===== src/nocArbPkg.sv =====
`default_nettype none

package nocArbPkg;

  // Port order used throughout the router
  //   0 Local
  //   1 North
  //   2 East
  //   3 West
  //   4 South

  // Flit header fields
  localparam int FlitIdWidth = 3;

  // Packet length and width of the hold counter
  localparam int LengthWidth = 12;

  // Flit id code that opens a packet
  localparam logic [FlitIdWidth-1:0] HeadFlitId = FlitIdWidth'(1);

  // Defaults for the arbiter top level
  localparam int DefaultNumPorts  = 5;
  localparam int DefaultFlitWidth = 32;

endpackage

`default_nettype wire


===== src/portTimer.sv =====
`timescale 1ns/1ps
`default_nettype none

module portTimer (
  input  logic                              clk,
  input  logic                              rst,
  input  logic [nocArbPkg::FlitIdWidth-1:0] flitId,
  input  logic [nocArbPkg::LengthWidth-1:0] length,
  input  logic                              runTimer,
  output logic                              timesUp
);

  import nocArbPkg::*;

  // Hold time taken from the most recent head flit
  logic [LengthWidth-1:0] limit;

  // Cycles the port has held the output so far
  logic [LengthWidth-1:0] count;

  // Only head flits carry a valid length
  always_ff @(posedge clk)
  begin
    if (rst)
    begin
      limit <= '0;
    end
    else if (flitId == HeadFlitId)
    begin
      limit <= length;
    end
  end

  always_ff @(posedge clk)
  begin
    if (rst)
    begin
      count <= '0;
    end
    else if (runTimer)
    begin
      count <= count + 1'b1;
    end
    else
    begin
      // Restart as soon as the grant moves away
      count <= '0;
    end
  end

  // Also high at reset while both registers are zero
  assign timesUp = (count == limit);

  // The grant FSM must release the port before the count can run past the limit
  assert property (@(posedge clk) disable iff (rst)
    runTimer |-> count <= limit)
    else $error("portTimer: count %0d passed limit %0d", count, limit);

endmodule

`default_nettype wire


===== src/roundRobinGrant.sv =====
`timescale 1ns/1ps
`default_nettype none

module roundRobinGrant #(
  parameter int NumPorts = nocArbPkg::DefaultNumPorts
) (
  input  logic                clk,
  input  logic                rst,
  input  logic [NumPorts-1:0] req,
  input  logic [NumPorts-1:0] timesUp,
  output logic [NumPorts-1:0] grant,
  output logic [NumPorts-1:0] runTimer
);

  logic [NumPorts-1:0] nextGrant;

  // Rotation needs somewhere to go
  if (NumPorts < 2)
  begin : genPortCheck
    $error("roundRobinGrant: NumPorts must be at least 2, got %0d", NumPorts);
  end

  // One-hot state register that is all zero when idle
  always_ff @(posedge clk)
  begin
    if (rst)
    begin
      grant <= '0;
    end
    else
    begin
      grant <= nextGrant;
    end
  end

  always_comb
  begin : nextStateLogic
    int   holder;
    int   idx;
    logic found;
    holder    = 0;
    idx       = 0;
    found     = 1'b0;
    nextGrant = '0;
    runTimer  = '0;

    // Index of the current owner
    for (int i = 0; i < NumPorts; i++)
    begin
      if (grant[i])
      begin
        holder = i;
      end
    end

    if (grant == '0)
    begin
      // From idle the lowest index requester wins
      for (int i = 0; i < NumPorts; i++)
      begin
        if (req[i] && !found)
        begin
          nextGrant[i] = 1'b1;
          found        = 1'b1;
        end
      end
    end
    else if (req[holder] && !timesUp[holder])
    begin
      // Owner keeps the output and its timer runs
      nextGrant = grant;
      runTimer  = grant;
    end
    else
    begin
      // Rotate starting one past the owner
      // owner is not eligible so a lone requester sees one idle cycle
      for (int off = 1; off < NumPorts; off++)
      begin
        idx = holder + off;
        if (idx >= NumPorts)
        begin
          idx = idx - NumPorts;
        end
        if (req[idx] && !found)
        begin
          nextGrant[idx] = 1'b1;
          found          = 1'b1;
        end
      end
    end
  end

  assert property (@(posedge clk) disable iff (rst)
    $onehot0(grant))
    else $error("roundRobinGrant: grant %b is not one-hot", grant);

  assert property (@(posedge clk) disable iff (rst)
    (runTimer & ~grant) == '0)
    else $error("roundRobinGrant: runTimer %b outside grant %b", runTimer, grant);

  // Expired owner must hand the output on at the next edge
  for (genvar k = 0; k < NumPorts; k++)
  begin : genReleaseCheck
    assert property (@(posedge clk) disable iff (rst)
      grant[k] && timesUp[k] |=> !grant[k])
      else $error("roundRobinGrant: port %0d kept the grant after its time was up", k);
  end

endmodule

`default_nettype wire


===== src/flitSwitch.sv =====
`timescale 1ns/1ps
`default_nettype none

module flitSwitch #(
  parameter int NumPorts  = nocArbPkg::DefaultNumPorts,
  parameter int FlitWidth = nocArbPkg::DefaultFlitWidth
) (
  input  logic                               clk,
  input  logic                               rst,
  input  logic [NumPorts-1:0]                grant,
  input  logic [NumPorts-1:0][FlitWidth-1:0] flit,
  output logic [FlitWidth-1:0]               outFlit,
  output logic                               outValid
);

  logic [FlitWidth-1:0] selFlit;

  // AND-OR select that relies on a one-hot grant
  always_comb
  begin
    selFlit = '0;
    for (int i = 0; i < NumPorts; i++)
    begin
      selFlit = selFlit | (flit[i] & {FlitWidth{grant[i]}});
    end
  end

  always_ff @(posedge clk)
  begin
    if (rst)
    begin
      outValid <= 1'b0;
    end
    else
    begin
      outValid <= |grant;
    end
  end

  // Last flit stays on the output while nobody owns it
  always_ff @(posedge clk)
  begin
    if (|grant)
    begin
      outFlit <= selFlit;
    end
  end

  // Two granted ports would OR their flits together
  assert property (@(posedge clk) disable iff (rst)
    $onehot0(grant))
    else $error("flitSwitch: grant %b selects more than one port", grant);

endmodule

`default_nettype wire


===== src/nocOutputArbiter.sv =====
`timescale 1ns/1ps
`default_nettype none

module nocOutputArbiter #(
  parameter int NumPorts  = nocArbPkg::DefaultNumPorts,
  parameter int FlitWidth = nocArbPkg::DefaultFlitWidth
) (
  input  logic                                            clk,
  input  logic                                            rst,
  input  logic [NumPorts-1:0]                             req,
  input  logic [NumPorts-1:0][nocArbPkg::FlitIdWidth-1:0] flitId,
  input  logic [NumPorts-1:0][nocArbPkg::LengthWidth-1:0] length,
  input  logic [NumPorts-1:0][FlitWidth-1:0]              flit,
  output logic [NumPorts-1:0]                             grant,
  output logic [FlitWidth-1:0]                            outFlit,
  output logic                                            outValid
);

  logic [NumPorts-1:0] timesUp;
  logic [NumPorts-1:0] runTimer;

  // One hold timer per input
  for (genvar i = 0; i < NumPorts; i++)
  begin : genTimer
    portTimer uTimer (
      .clk      (clk),
      .rst      (rst),
      .flitId   (flitId[i]),
      .length   (length[i]),
      .runTimer (runTimer[i]),
      .timesUp  (timesUp[i])
    );
  end

  // Requests and timer results decide the owner
  roundRobinGrant #(
    .NumPorts (NumPorts)
  ) uGrant (
    .clk      (clk),
    .rst      (rst),
    .req      (req),
    .timesUp  (timesUp),
    .grant    (grant),
    .runTimer (runTimer)
  );

  // Owner's flit goes to the output one register later
  flitSwitch #(
    .NumPorts  (NumPorts),
    .FlitWidth (FlitWidth)
  ) uSwitch (
    .clk      (clk),
    .rst      (rst),
    .grant    (grant),
    .flit     (flit),
    .outFlit  (outFlit),
    .outValid (outValid)
  );

endmodule

`default_nettype wire


===== config.mk =====
export PLATFORM = sky130hd
export DESIGN_NAME = nocOutputArbiter
export DESIGN_NICKNAME = d
export VERILOG_FILES = /design/src/nocArbPkg.sv /design/src/portTimer.sv /design/src/roundRobinGrant.sv /design/src/flitSwitch.sv /design/src/nocOutputArbiter.sv
export SDC_FILE = /design/constraint.sdc
export NUM_CORES = 1
export LEC_CHECK = 0
export BUFFER_PORTS_ARGS = -buffer_cell sky130_fd_sc_hd__buf_2
export CAP_MARGIN = 20
export CORE_MARGIN = 5
export CORE_UTILIZATION = 40
export DETAILED_ROUTE_END_ITERATION = 10
export PLACE_DENSITY = 0.71
export RECOVER_POWER = 50
export SYNTH_ARGS = -nofsm -noshare
export SYNTH_HDL_FRONTEND = slang
export SYNTH_SLANG_ARGS = --single-unit

===== constraint.sdc =====
create_clock -name clk -period 4.8 [get_ports clk]
set_clock_uncertainty 0.2 [all_clocks]
set_input_delay 0 -clock clk [delete_from_list [all_inputs] [get_ports clk]]
set_output_delay 0 -clock clk [all_outputs]
set_load 0.02 [all_outputs]

Word-level counts from Yosys, hierarchy flattened
Cells that the tools add are included.
{"block": "op_classes", "mux": 77, "magnitude_cmp": 13, "n_eq_ne": 11, "reduce_logical": 27, "n_addsub": 13, "bitwise_logic": 17}
{"cell": "2-to-1 mux 32 bit", "n": 15}
{"cell": "bitwise AND 32 bit", "n": 5}
{"cell": "< comparator 32 x 5 -> 1 bit (second input constant)", "n": 5}
{"cell": ">= comparator 32 x 1 -> 1 bit (second input constant)", "n": 4}
{"cell": ">= comparator 32 x 4 -> 1 bit (second input constant)", "n": 4}
{"cell": "OR 32 bit", "n": 4}
{"cell": "subtractor 32 x 4 -> 32 bit (second input constant)", "n": 4}
{"cell": "2-to-1 mux 5 bit", "n": 14}
{"cell": "adder 32 x 3 -> 32 bit (second input constant)", "n": 2}
{"cell": "adder 12 x 1 -> 12 bit (second input constant)", "n": 5}
{"cell": "equality test 12 bit", "n": 5}
{"cell": "2-to-1 mux 1 bit", "n": 38}
{"cell": "adder 32 x 2 -> 32 bit (second input constant)", "n": 1}
{"cell": "adder 32 x 4 -> 32 bit (second input constant)", "n": 1}
{"cell": "binary-select mux 1 bit (select 3 bit)", "n": 6}
{"cell": "equality test 3 x 1 -> 1 bit (second input constant)", "n": 5}
{"cell": "OR 5 bit", "n": 3}
{"cell": "demux 1 bit (select 3 bit)", "n": 4}
{"cell": "logical AND 1 bit", "n": 12}
{"cell": "OR reduction 2 bit", "n": 5}
{"cell": "zero test 1 bit", "n": 8}
{"cell": "zero test 5 bit", "n": 1}
{"cell": "inverter 1 bit", "n": 5}
{"cell": "OR reduction 5 bit", "n": 1}
{"cell": "inequality test 2 x 1 -> 1 bit (second input constant)", "n": 1}
{"block": "totals", "output_inout_bits": 38, "elab_cells": 171, "reg_bits": 158, "inputBits": 242}

Longest topological paths before layout
Gate-level depths: netlist of the first run.
{"block": "depth", "depth_word": 32, "ltp_mapped": 16, "depth_no_buf": 13}

Cells and area by module
Synthesis of the first run repeated with hierarchy kept, for this count alone.
{"block": "unflattened", "cells_unflattened": 927, "hier_area_um2": 8655.8}
{"module": "portTimer", "instances": 5, "seq_area_each_um2": 480.5, "cells_per_inst": 113, "area_per_inst_um2": 1073.5}
{"module": "flitSwitch", "instances": 1, "seq_area_each_um2": 980.9, "cells_per_inst": 153, "area_per_inst_um2": 1825.5}
{"module": "roundRobinGrant", "instances": 1, "seq_area_each_um2": 100.1, "cells_per_inst": 209, "area_per_inst_um2": 1462.7}

Least setup slack after synthesis of the first run
OpenSTA, ideal clock, no wires.
{"block": "synth_timing", "kind": "register to register", "start": "register uGrant.grant[3]", "end": "register uGrant.grant[0]", "stages_incl_launch_ff": 15, "n_path_buf": 5, "synth_period_minus_slack_ns": 3.588, "path_slack_ns": 1.212, "t_required_ns": 4.516, "setup_time_ns": 0.084, "arrival_ns": 3.304, "path_cell_list": "dfxtp_1 buf_6 buf_2 clkbuf_1 clkbuf_1 o21ai_0 ha_1 clkbuf_1 nand2b_1 and4_1 o41ai_4 nand2_4 o31ai_1 a31oi_1 o31ai_2"}
{"block": "synth_between", "elab_chain_cells": 28, "word_cells_on_any_way": 98, "cone_classes": "8 x add/sub; 12 x order compare; 1 x eq/ne; 61 x mux; 3 x bitwise; 13 x reduce/logical"}
{"item": "start, declared", "line_no": "roundRobinGrant.sv:11", "text": "output logic [NumPorts-1:0] grant,"}
{"item": "start signal, assigned", "line_no": "roundRobinGrant.sv:32", "text": "grant <= nextGrant;"}
{"item": "parallel branches: the longest is 28 deep, another holds adder 32 x 2 -> 32 bit"}
Several ways; the timed one is not identified. The select of a mux whose other input is x is not followed.
A chain may end at the register's enable or synchronous reset.

Worst setup path after layout of the first run
{"block": "layout_timing", "start": "register uGrant.grant[4]", "end": "register uGrant.grant[4]"}
{"block": "layout_between", "elab_chain_cells": 27, "word_cells_on_any_way": 97, "cone_classes": "8 x add/sub; 12 x order compare; 1 x eq/ne; 60 x mux; 3 x bitwise; 13 x reduce/logical"}
{"item": "parallel branches: the longest is 27 deep, another holds adder 32 x 2 -> 32 bit"}
Several ways; the timed one is not identified. The select of a mux whose other input is x is not followed.

==> summary.md, run 1 <==
| Metric | Value |
|---|---|
| Synth Warn # | 0 |
| Post-synthesis sequential area ratio | 0.4407 |
| Critical path required time | 4.97 ns |
| CTS H-Tree Depth | 4 |
| Setup TNS Final | 0 ns |
| Status | finished, violations left |
| Worst slew margin | -0.3014 |
| Drt initial violations | 482 |
| Root buf cell | clkbuf_16 |
| Commonest cells after routing, fill and taps aside | buf_2, dlygate4sd3_1, nor2_1 |
| Register area | 3488 um^2 |
| IO Port Bufs | 279 |
| Critical Path Start Type | register |
| M2 GR Usage | 0.4283 |
| Footprint of the multi-input gates | 4161 um^2 |
| Vias in the first global route | 8,673 |
| Die height | 150.6 um |
| Smallest hold slack | 0.2191 ns |
| Clk_lat worst skew | 0.43 ns |
| Synthesized area per cell | 9.523 um^2 |
| RSZ-0062 raised after global routing | false |
| Die ar. | 22,670 um^2 |
| GRT Util Overall | 0.2427 |
| Routed len/inst | 17.55 um |
| Via density | 5.194 |
| GRT Residual Overflow | 0 |
| Most common cell after layout, fill and taps aside | buf_2 |
| Worst-margin pin slew | 1.952 ns |
| Grt peak-use layer | met2 |
| Largest net degree at the start of global routing | 52 |
| Clock slew at reported path FFs | 0.07 ns |
| Period utilisation layout | 0.8687 |
| Fmax | 239.8 MHz |
| Initial Util | 0.4061 |
| Leak pwr | 5.005 nW |
| Synth Instances | 830 |
| IO Pins | 280 |
| Asr flop ratio synth | 0 |
| Peak VDD IR | 0.3691 mV |
| CP endpoint kind | register |
| Cell Area, Synth | 7904 um^2 |
| Sink Count | 158 |
| Arrival time worst endpoint | 4.34 ns |
| # DRC | 0 |
| Final setup vio count | 0 |
| Routed Antenna Nets | 0 |
| Met3 Track Usage GR | 0.06111 |
| Reg-to-reg slack, setup | 0.63 ns |
| Initial antenna violation count | 1 |
| Crit path max fanout | 50 |
| Drt pass-1 iters | 7 |
| Worst stage delay on the critical path | 0.59 ns |
| Area Growth Syn to Fin | 58.03% |
| Post-CTS Resized | 0 |
| Post-synth EDFFs | 32 |
| Final nets | 1,586 |
| Register bit total from synthesis | 158 |
| Core area | 19,460 um^2 |
| CTS Buffer Depth | 2 |
| Fin. Hold Viols | 0 |
| Max-cap violations | 1 |
| Worst path cell trace | buf_4, or2_1, or3_1, nor2_2, inv_2, nor4_1, a31oi_1, dlygate4sd3_1, o31ai_1, dlygate4sd3_1 |
| RePlAce Congestion | 0.8589 |
| Share of layout cells above drive strength 1 | 0.2283 |
| Final Max Tran Viols | 36 |
| Die Wd | 150.6 um |
| Filler Cell Count | 1,540 |
| Final wirelength | 28,280 um |
| Failing checks | capacitance limit, slew limit |
| Row cnt | 51 |
| Critical-path top delay cell | dlygate4sd3_1 |
| Total CTS buffers | 17 |
| Pwr Density | 496.2 nW/um^2 |
| Final min period | 4.170 ns |
| Netlist cell types | 59 |
| Global-route wire length before repair | 43,440 um |
| Top_reg_cell synth | dfxtp_1 |
| Critical path type | register to register |
| Vias | 8,367 |
| Met1 Use GR | 0.2688 |
| HPWL Detailed | 17,320 um |
| Crit path top cell by count | dlygate4sd3_1 |
| CTS tree | done |
| Worst hold path class | input port to register |
==> stage by stage <==
stage                     cell area (um^2)  worst slack (ns)  utilization  total power (W)  std cells
after floorplan                       7908             1.212            -         0.003459        831
after global placement                9530             1.568       0.4897         0.004185       1336
after detailed placement              9530             1.565       0.4897         0.004200       1336
after CTS                            12540            0.6366       0.6441         0.006210       1608
after global routing                 12490            0.3321       0.6418         0.006569       1611
final                                12490            0.6300       0.6418         0.006198       1611
==> cells in the mapped netlist, drive strengths merged, types with 4 or more instances <==
| library cell | count | area share |
|---|---|---|
| mux2i | 63 | 0.080 |
| a22oi | 35 | 0.033 |
| nand3b | 5 | 0.0047 |
| xor2 | 44 | 0.049 |
| and3 | 19 | 0.015 |
| xnor2 | 65 | 0.072 |
| nor2b | 5 | 0.0040 |
| nand3 | 32 | 0.020 |
| nor3 | 8 | 0.0057 |
| nor4 | 7 | 0.0055 |
| or3 | 4 | 0.0032 |
| nor2 | 137 | 0.065 |
| nand4 | 15 | 0.012 |
| o21ai | 11 | 0.0070 |
| buf | 16 | 0.011 |
| nand2b | 4 | 0.0032 |
| ha | 12 | 0.019 |
| nand2 | 48 | 0.024 |
| a21oi | 8 | 0.0051 |
| a222oi | 32 | 0.041 |
| nor3b | 6 | 0.0057 |
| o31ai | 6 | 0.0063 |
| edfxtp | 32 | 0.12 |
| clkbuf | 33 | 0.016 |
| dfxtp | 126 | 0.32 |
| a31oi | 7 | 0.0055 |
| inv | 18 | 0.0085 |
| o211ai | 4 | 0.0038 |
==> logic make-up after synthesis <==
group | after synthesis | share of synthesized area
and+or+nand+nor | 298 | 0.1770
adders and majority gates | 12 | 0.01900
xor gates and xnor gates | 109 | 0.1208
buffers and inverters | 67 | 0.03514
DFF | 158 | 0.4407
AOI/OAI and AO/OA | 121 | 0.1257
muxes | 64 | 0.08121
other | 1 | 0.0004745
==> registers in the layout, indices dropped and copies added, names as in the netlist <==
name and cells:
genTimer.uTimer.count 60, uSwitch.outFlit 32, uGrant.grant 5, genTimer.uTimer.limit 60, uSwitch.outValid 1
==> worst max-delay path, delay by kind of cell (launching register included) <==
family	cells	cell delay [ns]
flops	1	0.32
compound gates	2	0.32
simple gates	4	1.48
buf+inv	4	1.77
==> per-layer routing <==
layer	wire [um]	part of all wire	vias to the layer above
met1	10430	0.37	3918
met3	2247	0.079	94
li1	-	-	3997
met4	1288	0.046	0
met5	0	0	-
met2	14310	0.51	358
==> layout make-up <==
class / instances / area share
Inverter: 18 / 0.005409
Timing Repair Buffer: 531 / 0.3071
Clock inverter: 14 / 0.01392
Sequential cell: 158 / 0.2793
Multi-Input combinational cell: 606 / 0.3332
Antenna cell: 1 / 0.0002003
Tap cell: 265 / 0.02655
Clock buffer: 18 / 0.03436
==> path summary, 6_finish.rpt <==
| check | cells past startpoint | start | to |
|---|---|---|---|
| max | 10 | uGrant.grant[4] | uGrant.grant[4] |
| min | 4 | flit[78] | uSwitch.outFlit[14] |
| max reg2reg | 10 | uGrant.grant[4] | uGrant.grant[4] |
| min reg2reg | 1 | genTimer[0].uTimer.count[0] | genTimer[0].uTimer.count[0] |
==> what timing repair did <==
action                                  in CTS  in global routing
endpoints found under the hold margin       97                  0
endpoints found under the setup margin       0                  0
hold buffers                               240                  0
buffers inserted                             0                  0
==> where the power goes <==
part | internal [W] | switching (W)
sequential | 0.00169 | 0.0000752
combinational | 0.00133 | 0.00173
clock | 0.000787 | 0.000593
Note: power is estimated with default switching activity, not from simulation.
==> run 2: changes to the inputs <==
- CORE_MARGIN: 5 -> default
- CTS_BUF_LIST: default -> sky130_fd_sc_hd__clkbuf_8
==> summary.md, run 2 (synthesis results as in run 1) <==
| Metric | Value |
|---|---|
| IO Pins | 280 (unchanged) |
| Share of layout cells above drive strength 1 | 0.2265 (-0.001725) |
| Vias | 8,478 (+1.3%) |
| Global-route wire length before repair | 41,140 um (-5.3%) |
| Hold path depth | 3 (-1) |
| Post-route insts no fill | 1,607 (-0.25%) |
| Clk pwr share | 0.174 (-0.049) |
| Placed insts | 1,336 (unchanged) |
| RePlAce Congestion | 0.8826 (+2.8%) |
| Dpl cell area | 9534 um^2 (about the same) |
| Most common cell after layout, fill and taps aside | buf_2 |
| Logic pwr share | 0.521 (+0.028) |
| Pwr Density | 478.2 nW/um^2 (-3.6%) |
| Sink Count | 158 (unchanged) |
| Routed Antenna Nets | 0 (unchanged) |
| Worst slew margin | -0.2604 (+0.04100) |
| GRT Residual Overflow | 0 (unchanged) |
| Status | finished, violations left |
| Post-CTS Resized | 0 (unchanged) |
| Worst hold path class | input port to register |
| Max-cap violations | 1 (unchanged) |
| RSZ-0062 raised after global routing | false |
| Vias in the first global route | 8,178 (-5.7%) |
| Fmax | 237.2 MHz (-1.1%) |
| Clk_lat worst skew | 0.46 ns (+0.03 ns) |
| Die Wd | 142.6 um (-5.3%) |
| Pint | 0.003558 W (-6.5%) |
| Diode count | 0 (-1) |
| # DRC | 1 (+1) |
| Critical Path Start Type | register |
| Via density | 5.276 (+1.6%) |
| Drt initial violations | 512 (+6.2%) |
| Period utilisation layout | 0.8782 (+0.009440) |
| Sequential share of power | 0.304 (+0.020) |
| Met3 Track Usage GR | 0.06326 (+0.002149) |
| Total CTS buffers | 17 (unchanged) |
| Fin. Hold Viols | 0 (unchanged) |
| Final nets | 1,584 (-0.13%) |
| CTS Buffer Depth | 2 (unchanged) |
| Core area | 19,400 um^2 (-0.33%) |
| Largest net degree at the start of global routing | 53 (+1.9%) |
| Leak pwr | 4.905 nW (-2.0%) |
| Final wirelength | 27,290 um (-3.5%) |
| Critical path required time | 5.00 ns (+0.03 ns) |
| Crit path max fanout | 37 (-26%) |
| Routed len/inst | 16.98 um (-3.2%) |
| Peak VDD IR | 0.3107 mV (-16%) |
| Final Max Tran Viols | 36 (unchanged) |
| GRT Util Overall | 0.2637 (+0.02103) |
| IO Port Bufs | 279 (unchanged) |
| Sw Share | 0.3937 (+0.007570) |
| Drt pass-1 iters | 11 (+4) |
| Row cnt | 51 (unchanged) |
| Die ar. | 20,330 um^2 (-10%) |
| Area Growth Syn to Fin | 55.28% |
| Die height | 142.6 um (-5.3%) |
| Met1 Use GR | 0.2873 (+0.01852) |
| Critical path type | register to register |
| CTS H-Tree Depth | 4 (unchanged) |
| Pre-CTS WS | 1.502 ns (-0.06258 ns) |
| CP endpoint kind | register |
| Final worst slack | 0.5847 ns (-0.04531 ns) |
| R2R cell count | 9 (-1) |
| CTS tree | done |
| Worst-margin pin slew | 1.891 ns (-0.06149 ns) |
| Failing checks | DRC, capacitance limit, slew limit |
| Final Cell Area | 12,270 um^2 (-1.7%) |
| Biggest regs | genTimer.uTimer.count x60, genTimer.uTimer.limit x60, uSwitch.outFlit x32 |
| Initial antenna violation count | 0 (-1) |
| Commonest cells after routing, fill and taps aside | buf_2, dlygate4sd3_1, nor2_1 |
| Clock slew at reported path FFs | 0.09 ns (+0.02 ns) |
| Grt peak-use layer | met2 |
| Arrival time worst endpoint | 4.41 ns (+0.07 ns) |
| Initial Util | 0.4074 (+0.001336) |
| M2 GR Usage | 0.4768 (+0.04843) |
| Final min period | 4.215 ns (+0.04531 ns) |
| Setup TNS Final | 0 ns (unchanged) |
| Root buf cell | clkbuf_8 |
| HPWL Detailed | 16,500 um (-4.7%) |
| P_sw | 0.002310 W (-3.5%) |
| Final setup vio count | 0 (unchanged) |
==> run 2: path summary, 6_finish.rpt <==
kind	startpoint	end	slack, ns
worst max-delay path	uGrant.grant[3]	uGrant.grant[3]	0.58
worst min-delay path	rst	genTimer[4].uTimer.limit[1]	0.14
worst max register to register	uGrant.grant[3]	uGrant.grant[3]	0.58
worst min register to register	genTimer[1].uTimer.count[0]	genTimer[1].uTimer.count[0]	0.29
==> run 2: power by group through the flow <==
stage | logic [W] | registers, W | clock network (W)
floorplan | 0.00148 | 0.00198 | 0
global placement | 0.00238 | 0.00180 | 0
detailed placement | 0.00236 | 0.00181 | 0
CTS | 0.00301 | 0.00178 | 0.00105
global route | 0.00327 | 0.00180 | 0.00112
finish | 0.00306 | 0.00179 | 0.00102
==> run 2: critical path: stages (launching register included) <==
cell	delay, ns
dfxtp_2	0.56
or2_1	0.42
or3_1	0.41
nor2_1	0.40
inv_2	0.41
nor4_1	0.38
a22oi_1	0.11
dlygate4sd3_1	0.58
a21oi_1	0.14
dlygate4sd3_1	0.55
==> run 2: timing repair <==
| action | in CTS | in global routing |
|---|---|---|
| setup buffers | 0 | 0 |
| hold buffers | 238 | 0 |
| hold endpoints to repair | 97 | 0 |
==> run 2: area by class of cell <==
| class | count | area, um^2 |
|---|---|---|
| fillers | 1605 | 7126 |
| well taps | 265 | 331.6 |
| clock buffers | 19 | 261.5 |
| clock inverters | 12 | 145.1 |
| flip-flops and latches | 158 | 3488 |
| repair buffers | 529 | 3820 |
| inverters | 18 | 67.56 |
| multi-input cells | 606 | 4159 |
==> run 2: layer usage <==
layer  wire, um  share of wire
met1      10550           0.39
met2      13590           0.50
met3       1946          0.071
met4       1206          0.044
met5          0              0
==> run 2: per-stage QoR <==
stage          utilization  total power, W  hold slack [ns]
3_3_place_gp        0.4909        0.004186          0.03238
5_1_grt             0.6327        0.006192           0.1555
6_report            0.6327        0.005869           0.1406
3_5_place_dp        0.4915        0.004170          0.04035
4_1_cts             0.6353        0.005837           0.1237
2_1_floorplan            -        0.003459         -0.05279
==> run 3: changes to the inputs <==
- BUFFER_PORTS_ARGS: -buffer_cell sky130_fd_sc_hd__buf_2 -> default
- DONT_BUFFER_PORTS: default -> 1
- PLACE_DENSITY: 0.71 -> 0.59
- RECOVER_POWER: 50 -> 100
- clock period: 4.8 -> 5.3 ns (I/O delays scaled with it)
==> summary.md, run 3 <==
| Metric | Value |
|---|---|
| CTS H-Tree Depth | 4 (unchanged) |
| Register bit total from synthesis | 158 (unchanged) |
| Status | aborted with a tool error |
| Synthesized area per cell | 9.523 um^2 (unchanged) |
| Netlist cell types | 59 (unchanged) |
| HPWL Detailed | 14,320 um (-13%) |
| RePlAce Congestion | 0.8568 (-2.9%) |
| Total CTS buffers | 17 (unchanged) |
| Initial Util | 0.4074 (unchanged) |
| Setup bufs post-CTS | 0 (unchanged) |
| Top_reg_cell synth | dfxtp_1 |
| Cell Area, Synth | 7904 um^2 (unchanged) |
| Top post-synthesis cells by count | nor2_1, dfxtp_1, xnor2_1 |
| Row cnt | 51 (unchanged) |
| Stop err | [ERROR RSZ-0060] Max buffer count reached. |
| Most numerous cell in the Yosys netlist | nor2_1 |
| Last stage reached | 4_1_cts |
| Cell taking the most area after synthesis | dfxtp_1 |
| Root buf cell | clkbuf_8 |
| Asr flop ratio synth | 0 (unchanged) |
| Die Wd | 142.6 um (unchanged) |
| Area share of the leading cell type in the synthesized netlist | 0.3191 (unchanged) |
| Die height | 142.6 um (unchanged) |
| CTS Buffer Depth | 2 (unchanged) |
| Post-synth EDFFs | 32 (unchanged) |
| Synth area leaders | dfxtp_1, edfxtp_1, mux2i_1 |
| Synth Warn # | 0 (unchanged) |
| Hold_buf cts | 219 (-8.0%) |
| Post-CTS Resized | 0 (unchanged) |
| IO Port Bufs | 0 (-100%) |
| Synth Instances | 830 (unchanged) |
| Sink Count | 158 (unchanged) |
| Post-synthesis sequential area ratio | 0.4407 (unchanged) |
| IO Pins | 280 (unchanged) |
-- run 3: logic make-up after synthesis --
| kind of cell | after synthesis | synth area share |
|---|---|---|
| muxes | 64 | 0.08121 |
| adders and majority gates | 12 | 0.01900 |
| AOI/OAI and AO/OA | 121 | 0.1257 |
| and+or+nand+nor | 298 | 0.1770 |
| other | 1 | 0.0004745 |
| xor gates and xnor gates | 109 | 0.1208 |
| DFF | 158 | 0.4407 |
| buffers and inverters | 67 | 0.03514 |
-- run 3: stage by stage --
step | instance area (um^2) | hold slack [ns] | cells | utilization | setup slack [ns]
floorplan | 7908 | -0.05279 | 831 | - | 1.712
global placement | 8119 | -0.1292 | 1055 | 0.4185 | 1.343
detailed placement | 8130 | -0.1260 | 1056 | 0.4191 | 1.286
==> run 4: changes to the inputs <==
- CORE_UTILIZATION: 40 -> 25
- CTS_BUF_LIST: sky130_fd_sc_hd__clkbuf_8 -> default
- PLACE_DENSITY: 0.59 -> default
- PLACE_DENSITY_LB_ADDON: default -> 0.15
==> summary.md, run 4 <==
| Metric | Value |
|---|---|
| HPWL Detailed | 16,280 um (+14%) |
| Die Wd | 179.8 um (+26%) |
| Stop err | [ERROR RSZ-0060] Max buffer count reached. |
| CTS H-Tree Depth | 4 (unchanged) |
| CTS Buffer Depth | 2 (unchanged) |
| Synthesized area per cell | 9.523 um^2 (unchanged) |
| Adder-cell share of the synthesized area | 0.01900 (unchanged) |
| Sink Count | 158 (unchanged) |
| Top_reg_cell synth | dfxtp_1 |
| RePlAce Congestion | 0.7807 (-8.9%) |
| Last stage reached | 4_1_cts |
| Synth Instances | 830 (unchanged) |
| Post-synthesis sequential area ratio | 0.4407 (unchanged) |
| Post-CTS Resized | 0 (unchanged) |
| Initial Util | 0.2564 (-0.1511) |
| Cell taking the most area after synthesis | dfxtp_1 |
| IO Port Bufs | 0 (unchanged) |
| Top post-synthesis cells by count | nor2_1, dfxtp_1, xnor2_1 |
| IO Pins | 280 (unchanged) |
| Most numerous cell in the Yosys netlist | nor2_1 |
| Area fraction in compound gates after synthesis | 0.1257 (unchanged) |
| Xor/xnor share of the synthesized area | 0.1208 (unchanged) |
| Die height | 179.8 um (+26%) |
| Hold_buf cts | 246 (+12%) |
| Row cnt | 64 (+25%) |
| Largest family of logic cells by synthesized area | simple AND/OR/NAND/NOR gates |
| Post-synth EDFFs | 32 (unchanged) |
| Synth Warn # | 0 (unchanged) |
| Synth area leaders | dfxtp_1, edfxtp_1, mux2i_1 |
| Post-Synth Simple-Gate Area | 0.1770 (unchanged) |
| Dpl cell area | 8307 um^2 (+2.2%) |
| Setup bufs post-CTS | 0 (unchanged) |
| Total CTS buffers | 17 (unchanged) |
| Cell Area, Synth | 7904 um^2 (unchanged) |
| Status | aborted with a tool error |
| Netlist cell types | 59 (unchanged) |
| Asr flop ratio synth | 0 (unchanged) |
| Register bit total from synthesis | 158 (unchanged) |
| Area share of the leading cell type in the synthesized netlist | 0.3191 (unchanged) |
| Post-synthesis mux area share | 0.08121 (unchanged) |
| Root buf cell | clkbuf_16 |
run 4: metrics by stage:
stage | cells | worst slack [ns]
global placement | 1186 | 1.715
detailed placement | 1188 | 1.700
floorplan | 831 | 1.712
run 4: logic make-up after synthesis:
| family | after synthesis |
|---|---|
| simple gates | 298 |
| flops | 158 |
| compound gates | 121 |
| xor+xnor | 109 |
| buf+inv | 67 |
| mux | 64 |
| fa+ha+maj | 12 |
| other cells | 1 |
